[src/cpu4_pkg.sv]
`default_nettype none

package cpu4_pkg;

  typedef logic [11:0] opcode_t;
  typedef logic [3:0]  nibble_t;
  typedef logic [7:0]  addr_t;

  // opcode patterns, compared against the fixed upper bits only
  localparam logic [7:0] OP_ADD_RQ = 8'hA8;
  localparam logic [5:0] OP_ADD_RI = 6'b110000;
  localparam logic [5:0] OP_LD_RI  = 6'b111000;
  localparam logic [3:0] OP_LD_XE  = 4'hB;
  localparam logic [3:0] OP_LD_YE  = 4'h8;
  localparam logic [7:0] OP_SET_F  = 8'hF4;
  localparam logic [7:0] OP_RST_F  = 8'hF5;

  // r / q operand codes
  localparam logic [1:0] SEL_A  = 2'd0;
  localparam logic [1:0] SEL_B  = 2'd1;
  localparam logic [1:0] SEL_MX = 2'd2;
  localparam logic [1:0] SEL_MY = 2'd3;

  // bit positions in the flag nibble
  localparam int FLAG_C = 0;
  localparam int FLAG_Z = 1;
  localparam int FLAG_D = 2;
  localparam int FLAG_I = 3;

  localparam int BUF_DEPTH = 4;
  localparam int CYCLE_LEN = 7;

  // phases within one instruction cycle
  localparam logic [2:0] PH_DECODE = 3'd0;
  localparam logic [2:0] PH_READ   = 3'd2;
  localparam logic [2:0] PH_ALU    = 3'd4;
  localparam logic [2:0] PH_WRITE  = 3'(CYCLE_LEN - 1);

  // first four values line up with the operand codes
  typedef enum logic [2:0] {
    DEST_A,
    DEST_B,
    DEST_MX,
    DEST_MY,
    DEST_X,
    DEST_Y,
    DEST_F,
    DEST_NONE
  } dest_t;

endpackage

`default_nettype wire

[src/instr_buffer.sv]
`timescale 1ns/1ps
`default_nettype none

module instr_buffer (
  input  logic              clk,
  input  logic              rst_n,
  input  logic              instr_valid,
  input  cpu4_pkg::opcode_t instr_opcode,
  input  logic              buf_pop,
  output logic              buf_valid,
  output cpu4_pkg::opcode_t buf_opcode,
  output logic              credit_return
);
  import cpu4_pkg::*;

  opcode_t                        mem [BUF_DEPTH];
  logic [$clog2(BUF_DEPTH)-1:0]   wr_ptr;
  logic [$clog2(BUF_DEPTH)-1:0]   rd_ptr;
  logic [$clog2(BUF_DEPTH+1)-1:0] count;
  logic                           push;
  logic                           pop;

  assign push = instr_valid && (count != BUF_DEPTH);
  assign pop  = buf_pop && (count != 0);

  assign buf_valid     = (count != 0);
  assign buf_opcode    = mem[rd_ptr];
  // one credit back for every opcode handed out
  assign credit_return = pop;

  always_ff @(posedge clk) begin
    if (push) begin
      mem[wr_ptr] <= instr_opcode;
    end
  end

  always_ff @(posedge clk or negedge rst_n) begin
    if (!rst_n) begin
      wr_ptr <= '0;
      rd_ptr <= '0;
      count  <= '0;
    end else begin
      if (push) begin
        wr_ptr <= (wr_ptr == BUF_DEPTH - 1) ? '0 : wr_ptr + 1'b1;
      end
      if (pop) begin
        rd_ptr <= (rd_ptr == BUF_DEPTH - 1) ? '0 : rd_ptr + 1'b1;
      end
      if (push && !pop) begin
        count <= count + 1'b1;
      end else if (pop && !push) begin
        count <= count - 1'b1;
      end
    end
  end

  // sender must never run out of credits and still push
  assert property (@(posedge clk) disable iff (!rst_n) instr_valid |-> count < BUF_DEPTH)
    else $error("instr_buffer: push while full");

  assert property (@(posedge clk) disable iff (!rst_n) buf_pop |-> buf_valid)
    else $error("instr_buffer: pop while empty");

endmodule

`default_nettype wire

[src/cycle_timer.sv]
`timescale 1ns/1ps
`default_nettype none

module cycle_timer (
  input  logic       clk,
  input  logic       rst_n,
  input  logic       timer_start,
  output logic [2:0] phase,
  output logic       cycle_done
);
  import cpu4_pkg::*;

  logic running;

  assign cycle_done = running && (phase == 3'(CYCLE_LEN - 1));

  always_ff @(posedge clk or negedge rst_n) begin
    if (!rst_n) begin
      running <= 1'b0;
      phase   <= PH_DECODE;
    end else if (timer_start) begin
      running <= 1'b1;
      phase   <= PH_DECODE;
    end else if (cycle_done) begin
      // park at phase 0 until the next start
      running <= 1'b0;
      phase   <= PH_DECODE;
    end else if (running) begin
      phase <= phase + 3'd1;
    end
  end

  // the FSM only starts a new cycle once the previous one is done
  assert property (@(posedge clk) disable iff (!rst_n) timer_start |-> !running)
    else $error("cycle_timer: start while running");

endmodule

`default_nettype wire

[src/nibble_alu.sv]
`timescale 1ns/1ps
`default_nettype none

module nibble_alu (
  input  cpu4_pkg::nibble_t a,
  input  cpu4_pkg::nibble_t b,
  input  logic              decimal,
  output cpu4_pkg::nibble_t sum,
  output logic              carry,
  output logic              zero
);

  logic [4:0] raw;
  logic [4:0] adj;

  assign raw = {1'b0, a} + {1'b0, b};

  // decimal mode subtracts ten, non-BCD inputs included
  always_comb begin
    if (decimal && raw >= 5'd10) begin
      adj   = raw - 5'd10;
      carry = 1'b1;
    end else begin
      adj   = raw;
      carry = raw[4];
    end
  end

  assign sum  = adj[3:0];
  assign zero = (adj[3:0] == 4'h0);

endmodule

`default_nettype wire

[src/reg_file.sv]
`timescale 1ns/1ps
`default_nettype none

module reg_file (
  input  logic              clk,
  input  logic              rst_n,
  input  logic [1:0]        sel_r,
  input  logic [1:0]        sel_q,
  input  logic              reg_we,
  input  logic [1:0]        reg_wsel,
  input  cpu4_pkg::nibble_t wdata,
  input  logic              x_we,
  input  logic              y_we,
  input  cpu4_pkg::addr_t   addr_wdata,
  input  logic              flags_we,
  input  cpu4_pkg::nibble_t flags_wdata,
  input  cpu4_pkg::nibble_t ram_rdata_x,
  input  cpu4_pkg::nibble_t ram_rdata_y,
  output cpu4_pkg::nibble_t rd_data_r,
  output cpu4_pkg::nibble_t rd_data_q,
  output cpu4_pkg::nibble_t flags,
  output cpu4_pkg::addr_t   x_addr,
  output cpu4_pkg::addr_t   y_addr
);
  import cpu4_pkg::*;

  nibble_t reg_a;
  nibble_t reg_b;

  function automatic nibble_t read_sel(input logic [1:0] sel, input nibble_t va,
                                       input nibble_t vb, input nibble_t vmx,
                                       input nibble_t vmy);
    case (sel)
      SEL_A:   read_sel = va;
      SEL_B:   read_sel = vb;
      SEL_MX:  read_sel = vmx;
      default: read_sel = vmy;
    endcase
  endfunction

  assign rd_data_r = read_sel(sel_r, reg_a, reg_b, ram_rdata_x, ram_rdata_y);
  assign rd_data_q = read_sel(sel_q, reg_a, reg_b, ram_rdata_x, ram_rdata_y);

  always_ff @(posedge clk or negedge rst_n) begin
    if (!rst_n) begin
      reg_a  <= '0;
      reg_b  <= '0;
      x_addr <= '0;
      y_addr <= '0;
      flags  <= '0;
    end else begin
      if (reg_we && reg_wsel == SEL_A) reg_a <= wdata;
      if (reg_we && reg_wsel == SEL_B) reg_b <= wdata;
      if (x_we) x_addr <= addr_wdata;
      if (y_we) y_addr <= addr_wdata;
      if (flags_we) flags <= flags_wdata;
    end
  end

  // memory destinations go to data_ram, never through reg_we
  assert property (@(posedge clk) disable iff (!rst_n)
    reg_we |-> (reg_wsel == SEL_A || reg_wsel == SEL_B))
    else $error("reg_file: register write with a memory code");

endmodule

`default_nettype wire

[src/data_ram.sv]
`timescale 1ns/1ps
`default_nettype none

module data_ram (
  input  logic              clk,
  input  logic              ram_we,
  input  logic              ram_use_y,
  input  cpu4_pkg::addr_t   x_addr,
  input  cpu4_pkg::addr_t   y_addr,
  input  cpu4_pkg::nibble_t wdata,
  output cpu4_pkg::nibble_t rdata_x,
  output cpu4_pkg::nibble_t rdata_y
);
  import cpu4_pkg::*;

  nibble_t mem [256];
  addr_t   waddr;

  // single write port, pointed at by X or Y
  assign waddr = ram_use_y ? y_addr : x_addr;

  always_ff @(posedge clk) begin
    if (ram_we) begin
      mem[waddr] <= wdata;
    end
  end

  assign rdata_x = mem[x_addr];
  assign rdata_y = mem[y_addr];

endmodule

`default_nettype wire

[src/exec_fsm.sv]
`timescale 1ns/1ps
`default_nettype none

module exec_fsm (
  input  logic              clk,
  input  logic              rst_n,
  input  logic              buf_valid,
  input  cpu4_pkg::opcode_t buf_opcode,
  input  logic [2:0]        phase,
  input  logic              cycle_done,
  input  cpu4_pkg::nibble_t rd_data_r,
  input  cpu4_pkg::nibble_t rd_data_q,
  input  cpu4_pkg::nibble_t flags,
  input  cpu4_pkg::nibble_t alu_sum,
  input  logic              alu_carry,
  input  logic              alu_zero,
  output logic              buf_pop,
  output logic              timer_start,
  output logic [1:0]        sel_r,
  output logic [1:0]        sel_q,
  output cpu4_pkg::nibble_t alu_b,
  output logic              reg_we,
  output logic [1:0]        reg_wsel,
  output cpu4_pkg::nibble_t wdata,
  output logic              x_we,
  output logic              y_we,
  output cpu4_pkg::addr_t   addr_wdata,
  output logic              flags_we,
  output cpu4_pkg::nibble_t flags_wdata,
  output logic              ram_we,
  output logic              ram_use_y,
  output logic              retire_valid,
  output logic [11:0]       retire_pc,
  output cpu4_pkg::opcode_t retire_opcode,
  output cpu4_pkg::dest_t   retire_dest,
  output cpu4_pkg::nibble_t retire_data,
  output cpu4_pkg::nibble_t retire_flags
);
  import cpu4_pkg::*;

  typedef enum logic {IDLE, EXEC} state_t;
  typedef enum logic [2:0] {
    K_ADD_RQ, K_ADD_RI, K_LD_RI, K_LD_XE, K_LD_YE, K_SET_F, K_RST_F, K_NONE
  } kind_t;

  state_t      state;
  kind_t       kind_d;
  kind_t       kind_q;
  opcode_t     op_q;
  logic [1:0]  r_q;
  logic [1:0]  q_q;
  nibble_t     b_q;
  nibble_t     sum_q;
  logic        carry_q;
  logic        zero_q;
  logic [11:0] pc_q;
  logic        is_write;
  logic        to_mem;
  nibble_t     res;
  nibble_t     flags_add;

  always_comb begin
    if (buf_opcode[11:4] == OP_ADD_RQ)      kind_d = K_ADD_RQ;
    else if (buf_opcode[11:6] == OP_ADD_RI) kind_d = K_ADD_RI;
    else if (buf_opcode[11:6] == OP_LD_RI)  kind_d = K_LD_RI;
    else if (buf_opcode[11:8] == OP_LD_XE)  kind_d = K_LD_XE;
    else if (buf_opcode[11:8] == OP_LD_YE)  kind_d = K_LD_YE;
    else if (buf_opcode[11:4] == OP_SET_F)  kind_d = K_SET_F;
    else if (buf_opcode[11:4] == OP_RST_F)  kind_d = K_RST_F;
    else                                    kind_d = K_NONE;
  end

  assign buf_pop     = (state == IDLE) && buf_valid;
  assign timer_start = buf_pop;

  always_ff @(posedge clk or negedge rst_n) begin
    if (!rst_n) begin
      state  <= IDLE;
      kind_q <= K_NONE;
      pc_q   <= '0;
    end else begin
      if (buf_pop) begin
        state  <= EXEC;
        kind_q <= kind_d;
      end else if (cycle_done) begin
        state <= IDLE;
      end
      if (retire_valid) begin
        pc_q <= pc_q + 12'd1;
      end
    end
  end

  always_ff @(posedge clk) begin
    if (buf_pop) begin
      op_q <= buf_opcode;
      // ADD r,q keeps r in bits 3:2, the immediate forms in bits 5:4
      r_q  <= (kind_d == K_ADD_RQ) ? buf_opcode[3:2] : buf_opcode[5:4];
      q_q  <= buf_opcode[1:0];
    end
    if (state == EXEC && phase == PH_READ) begin
      b_q <= (kind_q == K_ADD_RQ) ? rd_data_q : op_q[3:0];
    end
    if (state == EXEC && phase == PH_ALU) begin
      sum_q   <= alu_sum;
      carry_q <= alu_carry;
      zero_q  <= alu_zero;
    end
  end

  assign sel_r = r_q;
  assign sel_q = q_q;
  assign alu_b = b_q;

  assign is_write = (state == EXEC) && (phase == PH_WRITE);
  assign to_mem   = (r_q == SEL_MX) || (r_q == SEL_MY);
  assign res      = (kind_q == K_LD_RI) ? op_q[3:0] : sum_q;

  // add updates C and Z while D and I pass through
  always_comb begin
    flags_add[FLAG_C] = carry_q;
    flags_add[FLAG_Z] = zero_q;
    flags_add[FLAG_D] = flags[FLAG_D];
    flags_add[FLAG_I] = flags[FLAG_I];
  end

  always_comb begin
    reg_we      = 1'b0;
    ram_we      = 1'b0;
    x_we        = 1'b0;
    y_we        = 1'b0;
    flags_we    = 1'b0;
    reg_wsel    = r_q;
    ram_use_y   = (r_q == SEL_MY);
    wdata       = res;
    addr_wdata  = op_q[7:0];
    flags_wdata = flags_add;
    retire_dest = DEST_NONE;
    retire_data = 4'h0;
    case (kind_q)
      K_ADD_RQ, K_ADD_RI, K_LD_RI: begin
        reg_we      = is_write && !to_mem;
        ram_we      = is_write && to_mem;
        flags_we    = is_write && (kind_q != K_LD_RI);
        retire_dest = dest_t'({1'b0, r_q});
        retire_data = res;
      end
      K_LD_XE: begin
        x_we        = is_write;
        retire_dest = DEST_X;
        retire_data = op_q[3:0];
      end
      K_LD_YE: begin
        y_we        = is_write;
        retire_dest = DEST_Y;
        retire_data = op_q[3:0];
      end
      K_SET_F: begin
        flags_wdata = flags | op_q[3:0];
        flags_we    = is_write;
        retire_dest = DEST_F;
        retire_data = flags | op_q[3:0];
      end
      K_RST_F: begin
        flags_wdata = flags & ~op_q[3:0];
        flags_we    = is_write;
        retire_dest = DEST_F;
        retire_data = flags & ~op_q[3:0];
      end
      default: begin
        // unknown opcodes retire without a write
      end
    endcase
  end

  assign retire_valid  = is_write;
  assign retire_pc     = pc_q;
  assign retire_opcode = op_q;
  assign retire_flags  = flags_we ? flags_wdata : flags;

  assert property (@(posedge clk) disable iff (!rst_n) retire_valid == cycle_done)
    else $error("exec_fsm: retire out of step with the timer");

  // nothing may disturb operand r between read and ALU phases
  assert property (@(posedge clk) disable iff (!rst_n)
    (state == EXEC && phase == PH_READ) |-> ##2 (rd_data_r === $past(rd_data_r, 2)))
    else $error("exec_fsm: operand r changed before ALU phase");

endmodule

`default_nettype wire

[src/cpu4_core.sv]
`timescale 1ns/1ps
`default_nettype none

module cpu4_core (
  input  logic              clk,
  input  logic              rst_n,
  input  logic              instr_valid,
  input  cpu4_pkg::opcode_t instr_opcode,
  output logic              credit_return,
  output logic              retire_valid,
  output logic [11:0]       retire_pc,
  output cpu4_pkg::opcode_t retire_opcode,
  output cpu4_pkg::dest_t   retire_dest,
  output cpu4_pkg::nibble_t retire_data,
  output cpu4_pkg::nibble_t retire_flags
);
  import cpu4_pkg::*;

  logic       buf_valid;
  opcode_t    buf_opcode;
  logic       buf_pop;
  logic       timer_start;
  logic [2:0] phase;
  logic       cycle_done;
  logic [1:0] sel_r;
  logic [1:0] sel_q;
  nibble_t    rd_data_r;
  nibble_t    rd_data_q;
  nibble_t    flags;
  nibble_t    alu_b;
  nibble_t    alu_sum;
  logic       alu_carry;
  logic       alu_zero;
  logic       reg_we;
  logic [1:0] reg_wsel;
  nibble_t    wdata;
  logic       x_we;
  logic       y_we;
  addr_t      addr_wdata;
  logic       flags_we;
  nibble_t    flags_wdata;
  logic       ram_we;
  logic       ram_use_y;
  addr_t      x_addr;
  addr_t      y_addr;
  nibble_t    ram_rdata_x;
  nibble_t    ram_rdata_y;

  instr_buffer u_buf (
    .clk(clk), .rst_n(rst_n),
    .instr_valid(instr_valid), .instr_opcode(instr_opcode),
    .buf_pop(buf_pop), .buf_valid(buf_valid), .buf_opcode(buf_opcode),
    .credit_return(credit_return)
  );

  cycle_timer u_timer (
    .clk(clk), .rst_n(rst_n), .timer_start(timer_start),
    .phase(phase), .cycle_done(cycle_done)
  );

  exec_fsm u_fsm (
    .clk(clk), .rst_n(rst_n),
    .buf_valid(buf_valid), .buf_opcode(buf_opcode),
    .phase(phase), .cycle_done(cycle_done),
    .rd_data_r(rd_data_r), .rd_data_q(rd_data_q), .flags(flags),
    .alu_sum(alu_sum), .alu_carry(alu_carry), .alu_zero(alu_zero),
    .buf_pop(buf_pop), .timer_start(timer_start),
    .sel_r(sel_r), .sel_q(sel_q), .alu_b(alu_b),
    .reg_we(reg_we), .reg_wsel(reg_wsel), .wdata(wdata),
    .x_we(x_we), .y_we(y_we), .addr_wdata(addr_wdata),
    .flags_we(flags_we), .flags_wdata(flags_wdata),
    .ram_we(ram_we), .ram_use_y(ram_use_y),
    .retire_valid(retire_valid), .retire_pc(retire_pc),
    .retire_opcode(retire_opcode), .retire_dest(retire_dest),
    .retire_data(retire_data), .retire_flags(retire_flags)
  );

  // operand a comes straight from the r read port
  nibble_alu u_alu (
    .a(rd_data_r), .b(alu_b), .decimal(flags[FLAG_D]),
    .sum(alu_sum), .carry(alu_carry), .zero(alu_zero)
  );

  reg_file u_regs (
    .clk(clk), .rst_n(rst_n), .sel_r(sel_r), .sel_q(sel_q),
    .reg_we(reg_we), .reg_wsel(reg_wsel), .wdata(wdata),
    .x_we(x_we), .y_we(y_we), .addr_wdata(addr_wdata),
    .flags_we(flags_we), .flags_wdata(flags_wdata),
    .ram_rdata_x(ram_rdata_x), .ram_rdata_y(ram_rdata_y),
    .rd_data_r(rd_data_r), .rd_data_q(rd_data_q), .flags(flags),
    .x_addr(x_addr), .y_addr(y_addr)
  );

  data_ram u_ram (
    .clk(clk), .ram_we(ram_we), .ram_use_y(ram_use_y),
    .x_addr(x_addr), .y_addr(y_addr), .wdata(wdata),
    .rdata_x(ram_rdata_x), .rdata_y(ram_rdata_y)
  );

endmodule

`default_nettype wire

[config.mk]
export PLATFORM = sky130hd
export DESIGN_NAME = cpu4_core
export DESIGN_NICKNAME = d
export VERILOG_FILES = /design/src/cpu4_pkg.sv /design/src/instr_buffer.sv /design/src/cycle_timer.sv /design/src/nibble_alu.sv /design/src/reg_file.sv /design/src/data_ram.sv /design/src/exec_fsm.sv /design/src/cpu4_core.sv
export SDC_FILE = /design/constraint.sdc
export NUM_CORES = 2
export LEC_CHECK = 0
export BUFFER_PORTS_ARGS = -buffer_cell sky130_fd_sc_hd__buf_2
export CORE_MARGIN = 4
export CORE_UTILIZATION = 55
export CTS_BUF_LIST = sky130_fd_sc_hd__clkbuf_4 sky130_fd_sc_hd__clkbuf_8 sky130_fd_sc_hd__clkbuf_16
export DETAILED_ROUTE_END_ITERATION = 8
export HOLD_SLACK_MARGIN = 0.08
export PLACE_DENSITY = 0.81
export SETUP_SLACK_MARGIN = 0.1
export SLEW_MARGIN = 40
export SYNTH_ARGS = -nofsm -noshare
export SYNTH_HDL_FRONTEND = slang
export SYNTH_SLANG_ARGS = --single-unit
[constraint.sdc]
create_clock -name clk -period 5.8 [get_ports clk]
set_input_delay 0.29 -clock clk [delete_from_list [all_inputs] [get_ports clk]]
set_output_delay 0.29 -clock clk [all_outputs]
set_load 0.02 [all_outputs]
## Word-level counts from Yosys, hierarchy flattened

Memory sizes are Yosys's and may differ from the RTL's.
Cells that the tools add are included.

| storage, ports and cells | value |
|---|---|
| register bits after elaboration | 80 |
| RAM bits | 1,072 |
| bits of input ports | 15 |
| output and inout bits | 37 |
| word-level logic and storage cells | 125 |
| memories kept | 2 |

Memories:

| memory | words | width | read ports | clocked after memory_dff | write ports | line | text |
|---|---|---|---|---|---|---|---|
| u_ram.mem | 256 | 4 | 2 | 0 | 1 | data_ram.sv:16 | `nibble_t mem [256];` |
| u_buf.mem | 4 | 12 | 1 | 0 | 1 | instr_buffer.sv:16 | `opcode_t mem [BUF_DEPTH];` |

| operators by class | value |
|---|---|
| $add $sub $neg | 8 |
| magnitude comparators | 1 |
| equality and inequality tests | 25 |
| multiplexer cells | 36 |
| bitwise gates (word level) | 4 |
| reductions and logical operators | 30 |

Operators with widths:

| operator | count |
|---|---|
| $mux W3 | 11 |
| $eq A8 B8 Y1 const B | 3 |
| $pmux W4 S3 | 2 |
| $mux W4 | 4 |
| $pmux W4 S4 | 1 |
| $eq A3 B3 Y1 const B | 5 |
| $logic_and A1 B1 Y1 | 14 |
| $add A12 B1 Y12 const B | 1 |
| $eq A6 B6 Y1 const B | 2 |
| $pmux W3 S4 | 1 |
| $mux W1 | 11 |
| $eq A2 B2 Y1 const B | 5 |
| $eq A3 B2 Y1 const B | 3 |
| $eq A4 B4 Y1 const B | 2 |
| $mux W8 | 1 |
| $pmux W4 S2 | 1 |
| $add A3 B1 Y3 const B | 2 |
| $logic_not A3 Y1 | 2 |
| $mux W2 | 3 |
| $reduce_bool A3 Y1 | 2 |
| $add A4 B4 Y5 | 1 |
| $ge A5 B4 Y1 const B | 1 |
| $add A2 B1 Y2 const B | 2 |
| $and A4 B4 Y4 | 1 |
| 17 further kinds | 23 |

## Logic depth before layout (Yosys ltp)

An unclocked memory read counts as a cell.

| logic depth | value |
|---|---|
| depth after elaboration | 11 |
| mapped depth | 24 |
| mapped depth without buffers | 19 |

## Modules after synthesis

Synthesis repeated with hierarchy kept, for this count alone.

| unflattened totals | value |
|---|---|
| cells, all modules | 3,150 |
| area total of the unflattened synthesis | 55,202.9 µm² |

By module, submodules not included:

| module | instances | cells an instance | area an instance (µm²) | seq. area each (µm²) |
|---|---|---|---|---|
| data_ram | 1 | 2,727 | 49,032.0 | 30,749.5 |
| exec_fsm | 1 | 205 | 2,225.9 | 1,124.8 |
| instr_buffer | 1 | 101 | 2,214.6 | 1,616.6 |
| reg_file | 1 | 68 | 1,262.5 | 700.7 |
| nibble_alu | 1 | 30 | 259.0 | 0.0 |
| cycle_timer | 1 | 19 | 209.0 | 100.1 |

## Least setup slack after synthesis

OpenSTA, ideal clock, no wires.

| path | value |
|---|---|
| path type | register to register |
| start point | register u_fsm.kind_q[1] |
| end point | memory u_ram.mem[0][1] (netlist bit) (data pin) |
| setup time | 770 ps |
| arrival time | 4,146 ps |
| required time | 5,030 ps |
| setup slack | 884 ps |
| cell stages (with the launch flop) | 6 |
| path buffers | 1 |
| period minus slack after synthesis | 4,916 ps |
| cell sequence | dfstp_2 -> clkbuf_1 -> nand2b_1 -> nor2_1 -> mux2i_1 -> inv_1 |

| on the way | value |
|---|---|
| cells in the longest elaborated chain, start to end | 2 |

RTL lines:

| item | line | text |
|---|---|---|
| from (decl) | exec_fsm.sv:48 | `kind_t kind_q;` |
| from (signal assigned) | exec_fsm.sv:84 | `kind_q <= kind_d;` |
| $eq A3 B2 Y1 | exec_fsm.sv:117 | `assign res = (kind_q == K_LD_RI) ? op_q[3:0] : sum_q;` |
| $mux W4 | exec_fsm.sv:117 |  |
| named net u_fsm.wdata[1] | exec_fsm.sv:24 | `output cpu4_pkg::nibble_t wdata,` |
| to (decl) | data_ram.sv:16 |  |

The timed path passes the listed nets, and every way through them passes these cells.

## Worst setup path in the final report

| path | value |
|---|---|
| start point | register u_regs.y_addr[0] |
| end point | register u_fsm.zero_q (data pin) |

| on the way | value |
|---|---|
| cells in the longest elaborated chain, start to end | 7 |
| elaborated cells on any way between the ends | 8 |
| classes of those cells | 2 x add/sub; 1 x order compare; 2 x mux; 2 x reduce/logical; 1 x memory |

RTL lines:

| item | line | text |
|---|---|---|
| from (decl) | reg_file.sv:23 | `output cpu4_pkg::addr_t y_addr` |
| from (signal assigned) | reg_file.sv:55 | `if (y_we) y_addr <= addr_wdata;` |
| $mem_v2 Z256 W4 (*) | n/a |  |
| $pmux W4 S3 (*) | reg_file.sv:33 | `case (sel)` |
| $add A4 B4 Y5 (*) | nibble_alu.sv:16 | `assign raw = {1'b0, a} + {1'b0, b};` |
| $ge A5 B4 Y1 | nibble_alu.sv:20 | `if (decimal && raw >= 5'd10) begin` |
| $logic_and A1 B1 Y1 | nibble_alu.sv:20 |  |
| $mux W4 (*) | nibble_alu.sv:20 |  |
| named net alu_sum[3] | cpu4_core.sv:31 | `nibble_t alu_sum;` |
| $logic_not A4 Y1 (*) | nibble_alu.sv:30 | `assign zero = (adj[3:0] == 4'h0);` |
| named net alu_zero | cpu4_core.sv:33 | `logic alu_zero;` |
| to (signal assigned) | exec_fsm.sv:107 | `zero_q <= alu_zero;` |
| to (decl) | exec_fsm.sv:55 | `logic zero_q;` |

Mark *: on every way through the listed nets, which the timed path passes. The rest lies on a longest branch.
A chain may end at the register's enable or synchronous reset.

==> metrics.md <==
| Metric | Value |
|---|---|
| Source-to-sink clock delay at the later pin of the worst-skew pair | 740 ps |
| Number of design-rule violations left by the first detailed-router iteration | 6798 |
| Worst setup path startpoint | u_regs.y_addr[0] |
| Power density over cell area | 480 nW/um^2 |
| Total power | 29400 uW |
| CP arrival | 6160 ps |
| Reg2reg setup slack | 150 ps |
| Share of post-route cells with drive strength above 1 | 28.0% |
| Largest fanout on the critical path | 20 |
| Aggregate global routing overflow | 0 |
| Total length of routed wires | 169000 um |
| Finished Core Util | 62.0% |
| Max H-tree Level | 3 |
| IO Pins | 52 |
| Clock-pin slew reported for the worst setup and hold paths after clock tree synthesis | 70 ps |
| Worst Path Required | 6310 ps |
| Fin. max-slew vios | 0 |
| End point of the critical path | u_fsm.zero_q |
| Most common library cell in the layout ignoring fill and taps | sky130_fd_sc_hd__edfxtp_1 |
| Post-route non-filler standard cell count | 4762 |
| Router iterations before antenna repair | 8 |
| Maximum frequency from static timing analysis | 177 MHz |
| Critical register-to-register path startpoint | u_regs.y_addr[0] |
| Largest net degree at the start of global routing | 145 |
| Pleak | 0.0191 uW |
| Clock Sinks | 1150 |
| Capture point of the worst reg-to-reg path | u_fsm.zero_q |
| Average routed wire per standard cell | 35.5 um |
| Area of the core region | 98700 um^2 |
| Number of global-route vias before repair | 35100 |
| DR vias/cell | 7.50 |
| Overall global routing resource usage | 32.3% |
| Remaining antenna violation count after routing | 0 |
| Die outline height | 324 um |
| Initial cell density of the core | 55.6% |
| Area growth from synthesis to layout | 11.5% |
| Count of different cell masters after synthesis | 77 |
| Max_cap viols | 0 |
| CP Capture Type | register |
| Number of flops mapped to enable cells by yosys | 1096 |
| Global-route wire length before repair | 244000 um |
| Post-synth net total | 3303 |
| Crit path launch type | register |
| Max-slew headroom | 31.9% |
| Post-layout minimum cycle time | 5650 ps |
| Unrepaired setup endpoints after global routing | no |
| Number of buffers added on ports | 51 |
| Cell count of the worst reg-to-reg path | 18 |
| Final Net Count | 3405 |
| Placed cell count | 4527 |
| Worst-case clock skew | 41.1 ps |
| Most common flop cell mapped by yosys | sky130_fd_sc_hd__edfxtp_1 |
| Worst ir drop on vdd | 0.447 mV |
| Hold_ws | 172 ps |
| Final count of negative-setup-slack endpoints | 0 |
| Warnings from Yosys | 0 |
| Setup CP Type | register to register |
| Sum Neg Setup Slack | 0 ps |
| # rows | 115 |
| Post-synthesis sequential element count | 1150 |
| DRC violation count after routing | 0 |
| Final count of hold timing violations | 0 |
| Final HPWL from detailed placement | 111000 um |
| Commonest non-fill, non-tap cells in the layout | sky130_fd_sc_hd__edfxtp_1 (1096), sky130_fd_sc_hd__mux4_2 (462), sky130_fd_sc_hd__nor2_1 (336) |
| Post-synthesis instance area | 54900 um^2 |
| Antenna violations before repair | 6 |
| Vias | 35700 |
| Class of the most critical hold timing path | input port to async pin |
| Period utilisation layout | 97.3% |
| CTS buffer count | 116 |
| Status | complete, no violations |
| RD Place Congestion | 0.994 |
| Synthesized instance count | 3271 |
| Number of buffers between clock root and the deepest sink | 3 |
| Area of the die | 105000 um^2 |
| Fraction of synthesis flops using an asynchronous set or reset pin | 4.70% |
| Post-synthesis area per instance | 16.8 um^2 |
| Root buf cell | sky130_fd_sc_hd__clkbuf_16 |
| Horizontal die dimension | 324 um |
| CTS tree | done |
| Worst-margin pin slew | 1020 ps |
| Seq/Total Area, Yosys | 62.4% |
-- layout make-up --
cell class | count | area, um^2
Antenna cell | 1 | 2.50
Clock buffer | 146 | 3190
Clock inverter | 73 | 785
Fill cell | 6658 | 37500
Inverter | 26 | 125
Multi-Input combinational cell | 1843 | 19200
Sequential cell | 1150 | 34300
Tap cell | 1287 | 1610
Timing Repair Buffer | 236 | 2040
-- sequential cells by signal (all words and copies together) (netlist names), 4 cells and up --
register             count
u_fsm.retire_pc         12
u_regs.reg_a             4
u_buf.mem               48
u_regs.y_addr            8
u_regs.reg_b             4
u_fsm.sum_q              4
u_fsm.retire_opcode     11
u_regs.flags             4
u_regs.x_addr            8
u_ram.mem             1024
u_fsm.alu_b              4
-- power by group --
| group | internal [uW] | switching (uW) |
|---|---|---|
| clock network | 4530 | 3290 |
| logic | 3790 | 6540 |
| registers | 10700 | 534 |
-- logic make-up (layout without fill, tap and decap cells) --
family / after synthesis / after routing / share of synthesized area (%)
AOI/OAI and AO/OA: 467 / 467 / 5.92
xor gates and xnor gates: 18 / 18 / 0.287
DFF: 1150 / 1150 / 62.4
buffers and inverters: 278 / 481 / 2.85
muxes: 651 / 651 / 22.6
other: 0 / 1 / 0
and+or+nand+nor: 690 / 690 / 5.52
adders and majority gates: 17 / 17 / 0.415
-- cell usage after synthesis (33+ instances only) --
master / number / area share, %
sky130_fd_sc_hd__edfxtp_1: 1096 / 60
sky130_fd_sc_hd__dfrtp_1: 51 / 2.3
sky130_fd_sc_hd__a21oi_1: 92 / 0.84
sky130_fd_sc_hd__nor2_1: 338 / 2.3
sky130_fd_sc_hd__buf_2: 59 / 0.54
sky130_fd_sc_hd__mux4_2: 462 / 19
sky130_fd_sc_hd__buf_6: 33 / 0.68
sky130_fd_sc_hd__mux2i_1: 156 / 2.8
sky130_fd_sc_hd__clkbuf_1: 120 / 0.82
sky130_fd_sc_hd__a22oi_1: 124 / 1.7
sky130_fd_sc_hd__o21ai_0: 55 / 0.50
sky130_fd_sc_hd__nand2_1: 172 / 1.2
-- worst min path at each step --
| stage | cells past startpoint | slack [ps] | start | endpoint |
|---|---|---|---|---|
| floorplan | 0 | -6 | rst_n | u_buf.count[0] |
| CTS | 3 | 280 | rst_n | u_regs.reg_b[1] |
| finish | 3 | 170 | rst_n | u_fsm.retire_pc[3] |
| global route | 3 | 230 | rst_n | u_fsm.retire_pc[0] |
| detailed placement | 1 | 470 | u_fsm.retire_pc[11] | u_fsm.retire_pc[11] |
| global placement | 1 | 450 | u_fsm.retire_pc[11] | u_fsm.retire_pc[11] |
-- per-layer routing --
layer / GRT usage (%) / share of wire [%] / vias to the layer above
met5: 0 / 0.028 / -
li1: - / - / 13700
met1: 42.0 / 32 / 17700
met4: 19.0 / 7.7 / 6
met2: 47.7 / 44 / 3565
met3: 10.9 / 16 / 817
-- timing repair --
item	in CTS	in global routing
hold buffers	14	0
hold endpoints to repair	100	0
endpoints found under the setup margin	0	1
resized for setup	0	2
buffers inserted	0	0
-- worst max-delay path, cell delays in order (launching register included) --
cell	delay (ps)
sky130_fd_sc_hd__dfrtp_4	620
sky130_fd_sc_hd__buf_12	260
sky130_fd_sc_hd__buf_12	210
sky130_fd_sc_hd__buf_4	270
sky130_fd_sc_hd__mux4_2	530
sky130_fd_sc_hd__mux4_2	540
sky130_fd_sc_hd__a31oi_1	380
sky130_fd_sc_hd__o2111ai_1	420
sky130_fd_sc_hd__o311ai_2	300
sky130_fd_sc_hd__a221oi_1	180
sky130_fd_sc_hd__ha_1	300
sky130_fd_sc_hd__a21o_1	180
sky130_fd_sc_hd__a21oi_1	170
sky130_fd_sc_hd__xnor2_1	180
sky130_fd_sc_hd__a21oi_1	130
sky130_fd_sc_hd__nor2b_2	220
sky130_fd_sc_hd__nand2b_1	100
sky130_fd_sc_hd__xnor2_1	140
sky130_fd_sc_hd__nor4_1	260
-- per-stage QoR --
step,cell area (um^2),setup WS [ps]
final,61200,155
after global routing,61200,199
after CTS,61100,299
after detailed placement,57000,370
after global placement,57000,461
after floorplan,54900,884
No activity file was read; power rests on OpenSTA's default activity.
